==> src/include/hisBuilder_params.svh <==
`ifndef HISBUILDER_PARAMS_SVH
`define HISBUILDER_PARAMS_SVH

// width of one bin address
// 4 bits give 16 bins per pixel
`define HB_BIN_WIDTH 4

// width of one bin count
`define HB_COUNT_WIDTH 8

// pixels in one acquisition
`define HB_PIXEL_NUM 4

// samples per pixel in one acquisition
`define HB_DATA_NUM 8

// acquisitions in one frame
`define HB_ACQ_NUM 3

// depth of the count memory, all bins of all pixels
`define HB_BINS_TOTAL (`HB_PIXEL_NUM * (1 << `HB_BIN_WIDTH))

`endif

==> src/hisBuilderPkg.sv <==
`include "hisBuilder_params.svh"

package hisBuilderPkg;

    // bits needed to number the pixels
    // at least one bit even for a single pixel
    localparam int PIXEL_IDX_WIDTH = (`HB_PIXEL_NUM > 1) ? $clog2(`HB_PIXEL_NUM) : 1;

    // bin address of one sample
    typedef logic [`HB_BIN_WIDTH-1:0] binAddr_t;

    // hits collected in one bin
    typedef logic [`HB_COUNT_WIDTH-1:0] binCount_t;

    // pixel number inside an acquisition
    typedef logic [PIXEL_IDX_WIDTH-1:0] pixelIdx_t;

endpackage

==> src/hisBuilderTop.sv <==
`timescale 1ns/10ps
`include "hisBuilder_params.svh"

module hisBuilderTop
    import hisBuilderPkg::*;
(
    input  logic      clk,
    input  logic      combin_res,
    input  logic      wrEn,
    input  binAddr_t  addr,
    output logic      countValid,
    output binCount_t binCount,
    output pixelIdx_t countPixel,
    output logic      peakDone,
    output binAddr_t  peakBins [`HB_PIXEL_NUM],
    output logic      hisNum
);

    // sequencer to memory
    logic      wrStrobe;
    binAddr_t  wrBin;
    pixelIdx_t wrPixel;
    logic      wrLast;

    // memory to peak tracker
    // countValid, binCount and countPixel also leave the top
    binAddr_t  countBin;
    logic      countLast;

    // tags every sample with pixel and frame end
    sampleSequencer sequencer_i (
        .clk        (clk),
        .combin_res (combin_res),
        .wrEn       (wrEn),
        .addr       (addr),
        .wrStrobe   (wrStrobe),
        .wrBin      (wrBin),
        .wrPixel    (wrPixel),
        .wrLast     (wrLast)
    );

    // counts hits per bin
    histogramRam histRam_i (
        .clk        (clk),
        .combin_res (combin_res),
        .wrStrobe   (wrStrobe),
        .wrBin      (wrBin),
        .wrPixel    (wrPixel),
        .wrLast     (wrLast),
        .countValid (countValid),
        .binCount   (binCount),
        .countBin   (countBin),
        .countPixel (countPixel),
        .countLast  (countLast)
    );

    // per-pixel peaks, published once per frame
    peakTracker peak_i (
        .clk        (clk),
        .combin_res (combin_res),
        .countValid (countValid),
        .binCount   (binCount),
        .countBin   (countBin),
        .countPixel (countPixel),
        .countLast  (countLast),
        .peakBins   (peakBins),
        .peakDone   (peakDone),
        .hisNum     (hisNum)
    );

endmodule

==> src/histogramRam.sv <==
`timescale 1ns/10ps
`include "hisBuilder_params.svh"

module histogramRam
    import hisBuilderPkg::*;
(
    input  logic      clk,
    input  logic      combin_res,
    input  logic      wrStrobe,
    input  binAddr_t  wrBin,
    input  pixelIdx_t wrPixel,
    input  logic      wrLast,
    output logic      countValid,
    output binCount_t binCount,
    output binAddr_t  countBin,
    output pixelIdx_t countPixel,
    output logic      countLast
);

    // memory index is pixel then bin
    localparam int IDX_W = PIXEL_IDX_WIDTH + `HB_BIN_WIDTH;

    // one count per bin of every pixel
    binCount_t countMem [`HB_BINS_TOTAL];
    // a clear bit means the stored count is stale
    logic [`HB_BINS_TOTAL-1:0] binValid;

    logic [IDX_W-1:0] memIdx;
    binCount_t        storedCount;
    binCount_t        newCount;

    // pixel * bins per pixel + bin
    // stays below the memory depth for any pixel number
    assign memIdx = {wrPixel, wrBin};

    // read side of the read-modify-write
    assign storedCount = countMem[memIdx];

    // first hit in a frame starts at 1
    assign newCount = binValid[memIdx] ? binCount_t'(storedCount + 1'b1) : binCount_t'(1);

    // write back in the same cycle
    // a repeated bin next cycle already sees this value
    always_ff @(posedge clk) begin
        if (wrStrobe) begin
            countMem[memIdx] <= newCount;
        end
    end

    // valid bits per bin
    // frame end wipes them all, including the bin written now
    always_ff @(posedge clk or negedge combin_res) begin
        if (!combin_res) begin
            binValid <= '0;
        end else if (wrStrobe && wrLast) begin
            binValid <= '0;
        end else if (wrStrobe) begin
            binValid[memIdx] <= 1'b1;
        end
    end

    // result strobes
    always_ff @(posedge clk or negedge combin_res) begin
        if (!combin_res) begin
            countValid <= 1'b0;
            countLast  <= 1'b0;
        end else begin
            countValid <= wrStrobe;
            countLast  <= wrStrobe && wrLast;
        end
    end

    // updated count with its bin and pixel
    always_ff @(posedge clk) begin
        if (wrStrobe) begin
            binCount   <= newCount;
            countBin   <= wrBin;
            countPixel <= wrPixel;
        end
    end

    // a live bin must not wrap to zero
    countOverflowChk: assert property (
        @(posedge clk) disable iff (!combin_res)
        (wrStrobe && binValid[memIdx]) |-> (storedCount != '1)
    ) else $error("bin count overflow");

endmodule

==> src/peakTracker.sv <==
`timescale 1ns/10ps
`include "hisBuilder_params.svh"

module peakTracker
    import hisBuilderPkg::*;
(
    input  logic      clk,
    input  logic      combin_res,
    input  logic      countValid,
    input  binCount_t binCount,
    input  binAddr_t  countBin,
    input  pixelIdx_t countPixel,
    input  logic      countLast,
    output binAddr_t  peakBins [`HB_PIXEL_NUM],
    output logic      peakDone,
    output logic      hisNum
);

    // running maximum per pixel
    binCount_t maxCount [`HB_PIXEL_NUM];
    // bin that first reached that maximum
    binAddr_t  maxBin [`HB_PIXEL_NUM];

    logic newMax;
    logic frameEnd;

    // strictly greater only
    // so on a tie the earlier bin stays
    assign newMax   = countValid && (binCount > maxCount[countPixel]);
    assign frameEnd = countValid && countLast;

    // maxima, published peaks, frame parity
    always_ff @(posedge clk or negedge combin_res) begin
        if (!combin_res) begin
            for (int p = 0; p < `HB_PIXEL_NUM; p++) begin
                maxCount[p] <= '0;
                peakBins[p] <= '0;
            end
            peakDone <= 1'b0;
            hisNum   <= 1'b0;
        end else begin
            peakDone <= frameEnd;
            if (frameEnd) begin
                hisNum <= ~hisNum;
                for (int p = 0; p < `HB_PIXEL_NUM; p++) begin
                    // last sample may still move its own pixel's peak
                    if (newMax && (countPixel == pixelIdx_t'(p))) begin
                        peakBins[p] <= countBin;
                    end else begin
                        peakBins[p] <= maxBin[p];
                    end
                    // next frame starts from zero
                    maxCount[p] <= '0;
                end
            end else if (newMax) begin
                maxCount[countPixel] <= binCount;
            end
        end
    end

    // peak bin follows its count
    // a cleared maximum lets the next hit overwrite it
    always_ff @(posedge clk) begin
        if (newMax) begin
            maxBin[countPixel] <= countBin;
        end
    end

    // one pulse per frame, never stretched
    peakDonePulseChk: assert property (
        @(posedge clk) disable iff (!combin_res)
        peakDone |=> !peakDone
    ) else $error("peakDone high on two consecutive cycles");

endmodule

==> src/sampleSequencer.sv <==
`timescale 1ns/10ps
`include "hisBuilder_params.svh"

module sampleSequencer
    import hisBuilderPkg::*;
(
    input  logic      clk,
    input  logic      combin_res,
    input  logic      wrEn,
    input  binAddr_t  addr,
    output logic      wrStrobe,
    output binAddr_t  wrBin,
    output pixelIdx_t wrPixel,
    output logic      wrLast
);

    // counter widths, never below one bit
    localparam int SAMPLE_W = (`HB_DATA_NUM > 1) ? $clog2(`HB_DATA_NUM) : 1;
    localparam int ACQ_W    = (`HB_ACQ_NUM > 1) ? $clog2(`HB_ACQ_NUM) : 1;

    // nested position counters
    logic [SAMPLE_W-1:0] sampleCnt;
    pixelIdx_t           pixelCnt;
    logic [ACQ_W-1:0]    acqCnt;

    // terminal count flags
    logic sampleLast;
    logic pixelLast;
    logic acqLast;
    logic frameLast;

    assign sampleLast = (sampleCnt == SAMPLE_W'(`HB_DATA_NUM - 1));
    assign pixelLast  = (pixelCnt == PIXEL_IDX_WIDTH'(`HB_PIXEL_NUM - 1));
    assign acqLast    = (acqCnt == ACQ_W'(`HB_ACQ_NUM - 1));
    // current sample closes the frame
    assign frameLast  = sampleLast && pixelLast && acqLast;

    // sample -> pixel -> acquisition
    // each level advances only when the one below wraps
    always_ff @(posedge clk or negedge combin_res) begin
        if (!combin_res) begin
            sampleCnt <= '0;
            pixelCnt  <= '0;
            acqCnt    <= '0;
        end else if (wrEn) begin
            if (sampleLast) begin
                sampleCnt <= '0;
                if (pixelLast) begin
                    pixelCnt <= '0;
                    // wrap of the acquisition count ends the frame
                    if (acqLast) begin
                        acqCnt <= '0;
                    end else begin
                        acqCnt <= acqCnt + 1'b1;
                    end
                end else begin
                    pixelCnt <= pixelCnt + 1'b1;
                end
            end else begin
                sampleCnt <= sampleCnt + 1'b1;
            end
        end
    end

    // strobe and frame marker
    // wrLast only ever rides along with a strobe
    always_ff @(posedge clk or negedge combin_res) begin
        if (!combin_res) begin
            wrStrobe <= 1'b0;
            wrLast   <= 1'b0;
        end else begin
            wrStrobe <= wrEn;
            wrLast   <= wrEn && frameLast;
        end
    end

    // sample payload tagged with its pixel
    always_ff @(posedge clk) begin
        if (wrEn) begin
            wrBin   <= addr;
            wrPixel <= pixelCnt;
        end
    end

    // counters never reach their limits
    counterRangeChk: assert property (
        @(posedge clk) disable iff (!combin_res)
        (sampleCnt < `HB_DATA_NUM) && (pixelCnt < `HB_PIXEL_NUM) && (acqCnt < `HB_ACQ_NUM)
    ) else $error("sequencer counter out of range");

endmodule

==> config.mk <==
export PLATFORM = sky130hd
export DESIGN_NAME = hisBuilderTop
export DESIGN_NICKNAME = d
export VERILOG_FILES = /design/src/hisBuilderPkg.sv /design/src/hisBuilderTop.sv /design/src/histogramRam.sv /design/src/peakTracker.sv /design/src/sampleSequencer.sv
export VERILOG_INCLUDE_DIRS = /design/src /design/src/include
export SDC_FILE = /design/constraint.sdc
export NUM_CORES = 1
export LEC_CHECK = 0
export BUFFER_PORTS_ARGS = -buffer_cell sky130_fd_sc_hd__buf_2
export CAP_MARGIN = 0
export CELL_PAD_IN_SITES_DETAIL_PLACEMENT = 2
export CELL_PAD_IN_SITES_GLOBAL_PLACEMENT = 2
export CORE_MARGIN = 2
export CORE_UTILIZATION = 40
export CTS_BUF_LIST = sky130_fd_sc_hd__clkbuf_4
export CTS_CLUSTER_DIAMETER = 120
export CTS_CLUSTER_SIZE = 14
export DETAILED_ROUTE_END_ITERATION = 6
export PLACE_DENSITY = 0.72
export SLEW_MARGIN = 20
export SYNTH_ARGS = -nofsm -noshare
export SYNTH_HDL_FRONTEND = slang
export SYNTH_SLANG_ARGS = --single-unit
==> constraint.sdc <==
create_clock -name clk -period 13.24 [get_ports clk]
set_clock_uncertainty 0.1 [all_clocks]
set_input_delay 1.986 -clock clk [delete_from_list [all_inputs] [get_ports clk]]
set_output_delay 1.986 -clock clk [all_outputs]
set_load 0.03 [all_outputs]
==> impl_results.md, run 1 <==
- Synth Area in Compound Gates: 3.00%
- Worst setup SP type: flip-flop
- Sw frac: 31.9%
- Post-synth ARST share: 18.4%
- P per Cell Area: 182 nW/um^2
- Crit Path Class: flip-flop to flip-flop
- Post-CTS Resized: 0
- Clk sink count: 679
- Post-synth EDFFs: 548
- Fin util: 43.4%
- Post-Syn Area: 27000 sq um
- Vias: 14400
- Drt via density: 5.78
- Initial antenna violation count: 3
- Period utilization: 41.6%
- CTS clk-pin slew, worst paths: 150 ps
- Largest family of logic cells by synthesized area: multiplexers
- Vias in the first global route: 15900
- Syn_area_per_cell: 17.6 sq um
- CP max FO: 100
- Post-synth cell types: 62
- Max-slew headroom: 21.7%
- Starting DRT DRC Count: 1273
- Die height: 264 um
- DIE AREA: 69700 sq um
- Worst slew pin tran: 1170 ps
- Cts hold-fix bufs: 0
- Pin count of the biggest net entering global routing: 101
- Sequential Power Share: 56.8%
- DRC: 0
- First-pass GRT wire length: 112 mm
- Post-CTS setup buffer count: 0
- GPL Wtd Cong: 0.806
- Slew Limit Fails: 0
- Die Width: 264 um
- # IOs: 36
- Fin Setup TNS: 0 ps
- Synth top area share: 60.9%
- Dpl hpwl: 47.8 mm
- Place WS: 7770 ps
- Total CTS buffers: 54
- Clock buffer depth: 3
- NetSw: 0.00169 W
- GRT Residual Overflow: 0
- CTS tree: built
- Tmin final: 5500 ps
- Total number of H-tree levels: 2
- Worst path arrival time: 6020 ps
- CP endpoint kind: flip-flop
- Crit-path cells: buf_12 -> buf_4 -> mux4_2 -> a22oi_1 -> a21oi_1 -> or4_1 -> ha_1 -> nor4b_1 -> nand2_1 -> xor2_1 -> nor2_4 -> buf_4
- Unrepaired setup endpoints after global routing: false
- Crit path max-delay cell type: buf_4
- Synth Area in Adders: 0.555%
- First-pass iteration count of the detailed router: 5
- # setup viols final: 0
- Clock network power share: 19.7%
- Slowest stage delay, CP: 720 ps
- Routed wire length: 76.5 mm
- Post-synthesis mux area share: 15.5%
- Class of the worst hold path: flip-flop to flip-flop
- Share of layout cells above drive strength 1: 23.0%
- VDD IR max: 0.000104 V
- CP dominant cell by count: buf_4
- Post-synth top area cell: edfxtp_1
- Logic pwr share: 23.6%
- Layout Nets: 1598
- Gate count after technology mapping: 1539
- Sequential fraction of the synthesis area: 72.9%
- Core area: 67000 sq um
- Max-cap viol count: 0
- Status: finished clean
- YS warnings: 0
- Post-Synth XOR/XNOR Area: 0.194%
- Final setup margin: 7740 ps
- Fin. Hold Viols: 0
- Pint: 0.00360 W
- Root Buffer: clkbuf_4
- Commonest cells after routing, fill and taps aside: 548 x edfxtp_1, 232 x nor2_1, 138 x mux4_2
- Maximum clock rate: 182 MHz
- Port Buf Inserts: 35
- Hold WS: 374 ps
- Synth Flop Type: edfxtp_1
- Std-Cell Rows: 95
- DRT antenna net count: 0
- Drt wl/cell: 30.6 um
- Clock Latency Late Sink: 920 ps
- Pleak: 9.89 nW
- Commonest non-fill, non-tap cell in the layout: edfxtp_1
- GRT Total Usage: 22.3%
- FF+latch count, synth: 679
- Starting Density: 40.3%
- Critical path data required time: 13760 ps
- Area Growth Syn to Fin: 7.61%
- Top post-synthesis cells by area: edfxtp_1 61%, dfrtp_1 12%, mux4_2 11%
- Simple-Gate Fraction of Synth Area: 5.92%
- Syn Nets: 1558
==> metrics by stage <==
step / area (sq um) / power (W) / std cells
floorplan: 27000 / 0.00373 / 1539
global placement: 28200 / 0.00417 / 2395
detailed placement: 28200 / 0.00430 / 2396
CTS: 29000 / 0.00533 / 2497
global route: 29100 / 0.00551 / 2499
finish: 29100 / 0.00529 / 2500
==> sequential cells by signal (all words and copies together), names as in the netlist, 2 cells and up, named ones only <==
name                   cells
peak_i.peakBins           16
sequencer_i.pixelCnt       2
sequencer_i.wrBin          4
histRam_i.countPixel       2
peak_i.maxBin             16
sequencer_i.wrPixel        2
histRam_i.countBin         4
sequencer_i.acqCnt         2
peak_i.maxCount           32
histRam_i.countMem       512
histRam_i.binValid        64
sequencer_i.sampleCnt      3
histRam_i.binCount         8
==> worst paths after layout <==
path | depth (start not counted) | endpoint | slack [ps] | start
setup / recovery | 12 | histRam_i.countMem[40][4] | 7740 | flip-flop
hold / removal | 1 | peak_i.hisNum | 370 | peak_i.hisNum
setup reg to reg | 12 | histRam_i.countMem[40][4] | 7740 | flip-flop
hold reg to reg | 1 | peak_i.hisNum | 370 | peak_i.hisNum
max in group asynchronous | 2 | histRam_i.binValid[13] | 10700 | combin_res
min in group asynchronous | 1 | histRam_i.binValid[45] | 1020 | combin_res
==> worst max-delay path: cells and delay by family, from the launching register on <==
kind	cells	cell delay [ps]
DFF	1	380
and+or+nand+nor	4	1200
AOI/OAI and AO/OA	2	480
muxes	1	600
adders and majority gates	1	220
buffers and inverters	3	1770
xor gates and xnor gates	1	120
==> synthesized netlist by cell type (all sizes together), types with 14 or more instances <==
library cell	count
a21oi	36
a221oi	14
a22oi	16
buf	37
clkbuf	48
dfrtp	125
edfxtp	548
inv	17
mux2	16
mux2i	89
mux4	138
nand2	36
nor2	267
==> metal layers <==
layer  track usage [%]  routed length (um)
met5                 0                   0
met4              7.16                2310
met3              3.52                3750
met2              37.4               38100
met1              29.9               32300
==> layout make-up <==
type / instances / area [sq um]
fill: 6358 / 38000
tap: 873 / 1090
timing repair buffer: 69 / 469
antenna: 3 / 7.51
clock buffer: 98 / 736
clock inverter: 3 / 68.8
sequential: 679 / 19700
multi-input combinational: 758 / 6940
inverter: 17 / 63.8
==> power groups by stage <==
| stage | combinational [W] | clock, W | sequential (W) |
|---|---|---|---|
| floorplan | 0.000700 | 0 | 0.00303 |
| global placement | 0.00114 | 0 | 0.00303 |
| detailed placement | 0.00125 | 0 | 0.00305 |
| CTS | 0.00126 | 0.00107 | 0.00300 |
| global route | 0.00135 | 0.00113 | 0.00303 |
| finish | 0.00124 | 0.00104 | 0.00300 |
==> cell families (layout without fill, tap and decap cells) <==
| family | after synthesis | in the layout |
|---|---|---|
| fa+ha+maj | 12 | 12 |
| compound gates | 119 | 119 |
| buf+inv | 102 | 187 |
| simple gates | 378 | 378 |
| xor+xnor | 6 | 6 |
| flops | 679 | 679 |
| other cells | 0 | 3 |
| mux | 243 | 243 |
Power figures use the tool's default switching activity.
==> run 2, diff against run 1 <==
--- a/config.mk
+++ b/config.mk
@@ -6,6 +6,7 @@
 export SDC_FILE = /design/constraint.sdc
 export NUM_CORES = 1
 export LEC_CHECK = 0
+export ABC_AREA = 1
 export BUFFER_PORTS_ARGS = -buffer_cell sky130_fd_sc_hd__buf_2
 export CAP_MARGIN = 0
 export CELL_PAD_IN_SITES_DETAIL_PLACEMENT = 2
@@ -16,7 +17,7 @@
 export CTS_CLUSTER_DIAMETER = 120
 export CTS_CLUSTER_SIZE = 14
 export DETAILED_ROUTE_END_ITERATION = 6
-export PLACE_DENSITY = 0.72
+export PLACE_DENSITY = 0.79
 export SLEW_MARGIN = 20
 export SYNTH_ARGS = -nofsm -noshare
 export SYNTH_HDL_FRONTEND = slang
==> constraint.sdc (replaced) <==
create_clock -name clk -period 5.75 [get_ports clk]
set_clock_uncertainty 0.1 [all_clocks]
set_input_delay 0.8625 -clock clk [delete_from_list [all_inputs] [get_ports clk]]
set_output_delay 0.8625 -clock clk [all_outputs]
set_load 0.03 [all_outputs]
==> impl_results.md, run 2 <==
- Status: finished clean
- YS warnings: 0 (unchanged)
- Cts hold-fix bufs: 1 (+1)
- Syn_area_per_cell: 11.3 sq um (-36%)
- Post-synth cell types: 39 (-37%)
- Dpl hpwl: 55.6 mm (+16%)
- GRT Residual Overflow: 0 (unchanged)
- # setup viols final: 0 (unchanged)
- VDD IR max: 0.000201 V (+93%)
- Worst slew pin tran: 1170 ps (-3.10 ps)
- Synth Flop Type: edfxtp_1
- Largest Register: histRam_i.countMem
- First-pass iteration count of the detailed router: 5 (unchanged)
- Post-CTS setup buffer count: 0 (unchanged)
- CP max FO: 105 (+5.0%)
- DRT antenna net count: 0 (unchanged)
- Layout Cells excl Fill: 3445 (+38%)
- R2r endpoint: histRam_i.countMem[17][2]
- Clock Latency Late Sink: 920 ps (about the same)
- Gate count after technology mapping: 2469 (+60%)
- Sequential fraction of the synthesis area: 70.8% (-2.1 points)
- CP endpoint kind: flip-flop
- Pin count of the biggest net entering global routing: 129 (+28%)
- Starting DRT DRC Count: 1478 (+16%)
- Max FFs per register: 512 (unchanged)
- Most numerous cell in the Yosys netlist: nand2_1
- Post-Syn Area: 27800 sq um (+2.9%)
- CTS clk-pin slew, worst paths: 180 ps (+30 ps)
- Commonest non-fill, non-tap cell in the layout: nand2_1
- Root Buffer: clkbuf_4
- Share of layout cells above drive strength 1: 8.72% (-14 points)
- Std-Cell Rows: 96 (+1.1%)
- Commonest cells after routing, fill and taps aside: 692 x nand2_1, 548 x edfxtp_1, 462 x nand3_1
- DIE AREA: 71700 sq um (+2.9%)
- Reg2Reg Setup Slack: 1030 ps (-6700 ps)
- GRT Total Usage: 25.2% (+2.9 points)
- Post-CTS Resized: 0 (unchanged)
- Drt wl/cell: 25.9 um (-15%)
- Drt via density: 5.64 (-2.4%)
- Tmin final: 4720 ps (-786 ps)
- Post-synth ARST share: 18.4% (unchanged)
- Placed cells: 3338 (+39%)
- First-pass GRT wire length: 135 mm (+20%)
- Layout Nets: 2484 (+55%)
- Post-synth top area cell: edfxtp_1
- Port Buf Inserts: 35 (unchanged)
- Vias: 19400 (+35%)
- CTS tree: built
- Period utilization: 82.1% (+40 points)
- Syn Nets: 2488 (+60%)
- Maximum clock rate: 212 MHz (+17%)
- Die Width: 268 um (+1.4%)
- Die height: 268 um (+1.4%)
- Crit Path Class: flip-flop to flip-flop
- Max-slew headroom: 21.9% (+0.21 points)
- Clock buffer depth: 3 (unchanged)
- Top post-synthesis cells by area: edfxtp_1 59%, dfrtp_1 11%, nand2_1 9.3%
- Vias in the first global route: 21200 (+34%)
- Clk sink count: 679 (unchanged)
- Critical path data required time: 6290 ps (-7470 ps)
- Total CTS buffers: 54 (unchanged)
- P per Cell Area: 410 nW/um^2 (+130%)
- Slew Limit Fails: 0 (unchanged)
- Starting Density: 40.5% (+0.18 points)
- Fin Setup TNS: 0 ps (unchanged)
- GPL Wtd Cong: 0.857 (+6.2%)
- Worst setup SP type: flip-flop
- Fin. Hold Viols: 0 (unchanged)
- Worst Setup EP: histRam_i.countMem[17][2]
- Initial antenna violation count: 2 (-1)
- Area Growth Syn to Fin: 6.42%
- Class of the worst hold path: input pin to flip-flop
- Total number of H-tree levels: 2 (unchanged)
- FF+latch count, synth: 679 (unchanged)
- DRC: 0 (unchanged)
- Worst path arrival time: 5260 ps (-760 ps)
- # IOs: 36 (unchanged)
- Unrepaired setup endpoints after global routing: false
- R2R depth: 14 (+2)
- Synth top area share: 59.1% (-1.7 points)
- Routed wire length: 89.1 mm (+16%)
- Pleak: 11.1 nW (+13%)
- Post-synth EDFFs: 548 (unchanged)
- Core area: 68700 sq um (+2.5%)
- Max-cap viol count: 0 (unchanged)
- Largest registers: histRam_i.countMem (512), histRam_i.binValid (64), peak_i.maxCount (32)
- Most frequent cells after synthesis: 693 x nand2_1, 548 x edfxtp_1, 462 x nand3_1
[run 2: logic make-up after synthesis]
family | count (synthesis) | share of synthesized area (%)
AO/OA/AOI/OAI | 139 | 2.95
flip-flops | 679 | 70.8
adder cells (fa/ha/maj) | 12 | 0.540
AND/OR/NAND/NOR | 1436 | 21.8
buffers and inverters | 200 | 3.80
multiplexers | 2 | 0.0809
XOR/XNOR | 1 | 0.0315
[run 2: per-stage QoR]
step	hold WS (ps)	worst slack (ps)	util [%]	cell area [sq um]	power, W
after global routing	13.7	719	43.1	29600	0.0126
after global placement	355	1340	41.9	28800	0.00961
final	75.3	1030	43.1	29600	0.0121
after floorplan	321	1770	-	27800	0.00849
after detailed placement	363	1160	41.9	28800	0.00989
after CTS	2.29	1060	43.0	29600	0.0122
[run 2: worst min-delay path by stage]
stage	from	endpoint	slack [ps]	cells after the start
after floorplan	sequencer_i.wrBin[0]	histRam_i.countBin[0]	320	0
after global placement	peak_i.hisNum	peak_i.hisNum	350	1
after detailed placement	peak_i.hisNum	peak_i.hisNum	360	1
after CTS	addr[2]	sequencer_i.wrBin[2]	2	1
after global routing	addr[1]	sequencer_i.wrBin[1]	10	1
final	addr[1]	sequencer_i.wrBin[1]	80	1
[run 2: layout make-up]
cell class                      count  area (sq um)
Clock inverter                      1          8.76
Timing Repair Buffer               71           532
Fill cell                        7108         39100
Antenna cell                        3          7.51
Multi-Input combinational cell   1590          7160
Tap cell                          931          1160
Sequential cell                   679         19700
Clock buffer                      101           758
Inverter                           69           270
[run 2: power by group]
| group | switching, W | internal [W] | total (W) |
|---|---|---|---|
| Clock | 0.00158 | 0.000779 | 0.00235 |
| Sequential | 0.000318 | 0.00652 | 0.00684 |
| Combinational | 0.00226 | 0.000689 | 0.00295 |
[run 2: layer usage]
| metal | track usage (%) | part of all wire [%] |
|---|---|---|
| met2 | 42.9 | 50 |
| met1 | 33.8 | 43 |
| met3 | 2.83 | 4.1 |
| met4 | 8.14 | 2.9 |
| met5 | 0 | 0.015 |
[run 2: critical path, cell delays in order (launching register included)]
cell and delay, ps:
dfxtp_4 570, inv_6 700, buf_4 450, nand2_1 130
nand3_1 130, nand3_1 100, nand2_1 90, nand2_1 50
nand3_1 150, nand3_1 140, nand2_2 130, ha_1 260
o21ai_0 170, a21oi_4 490, buf_4 540
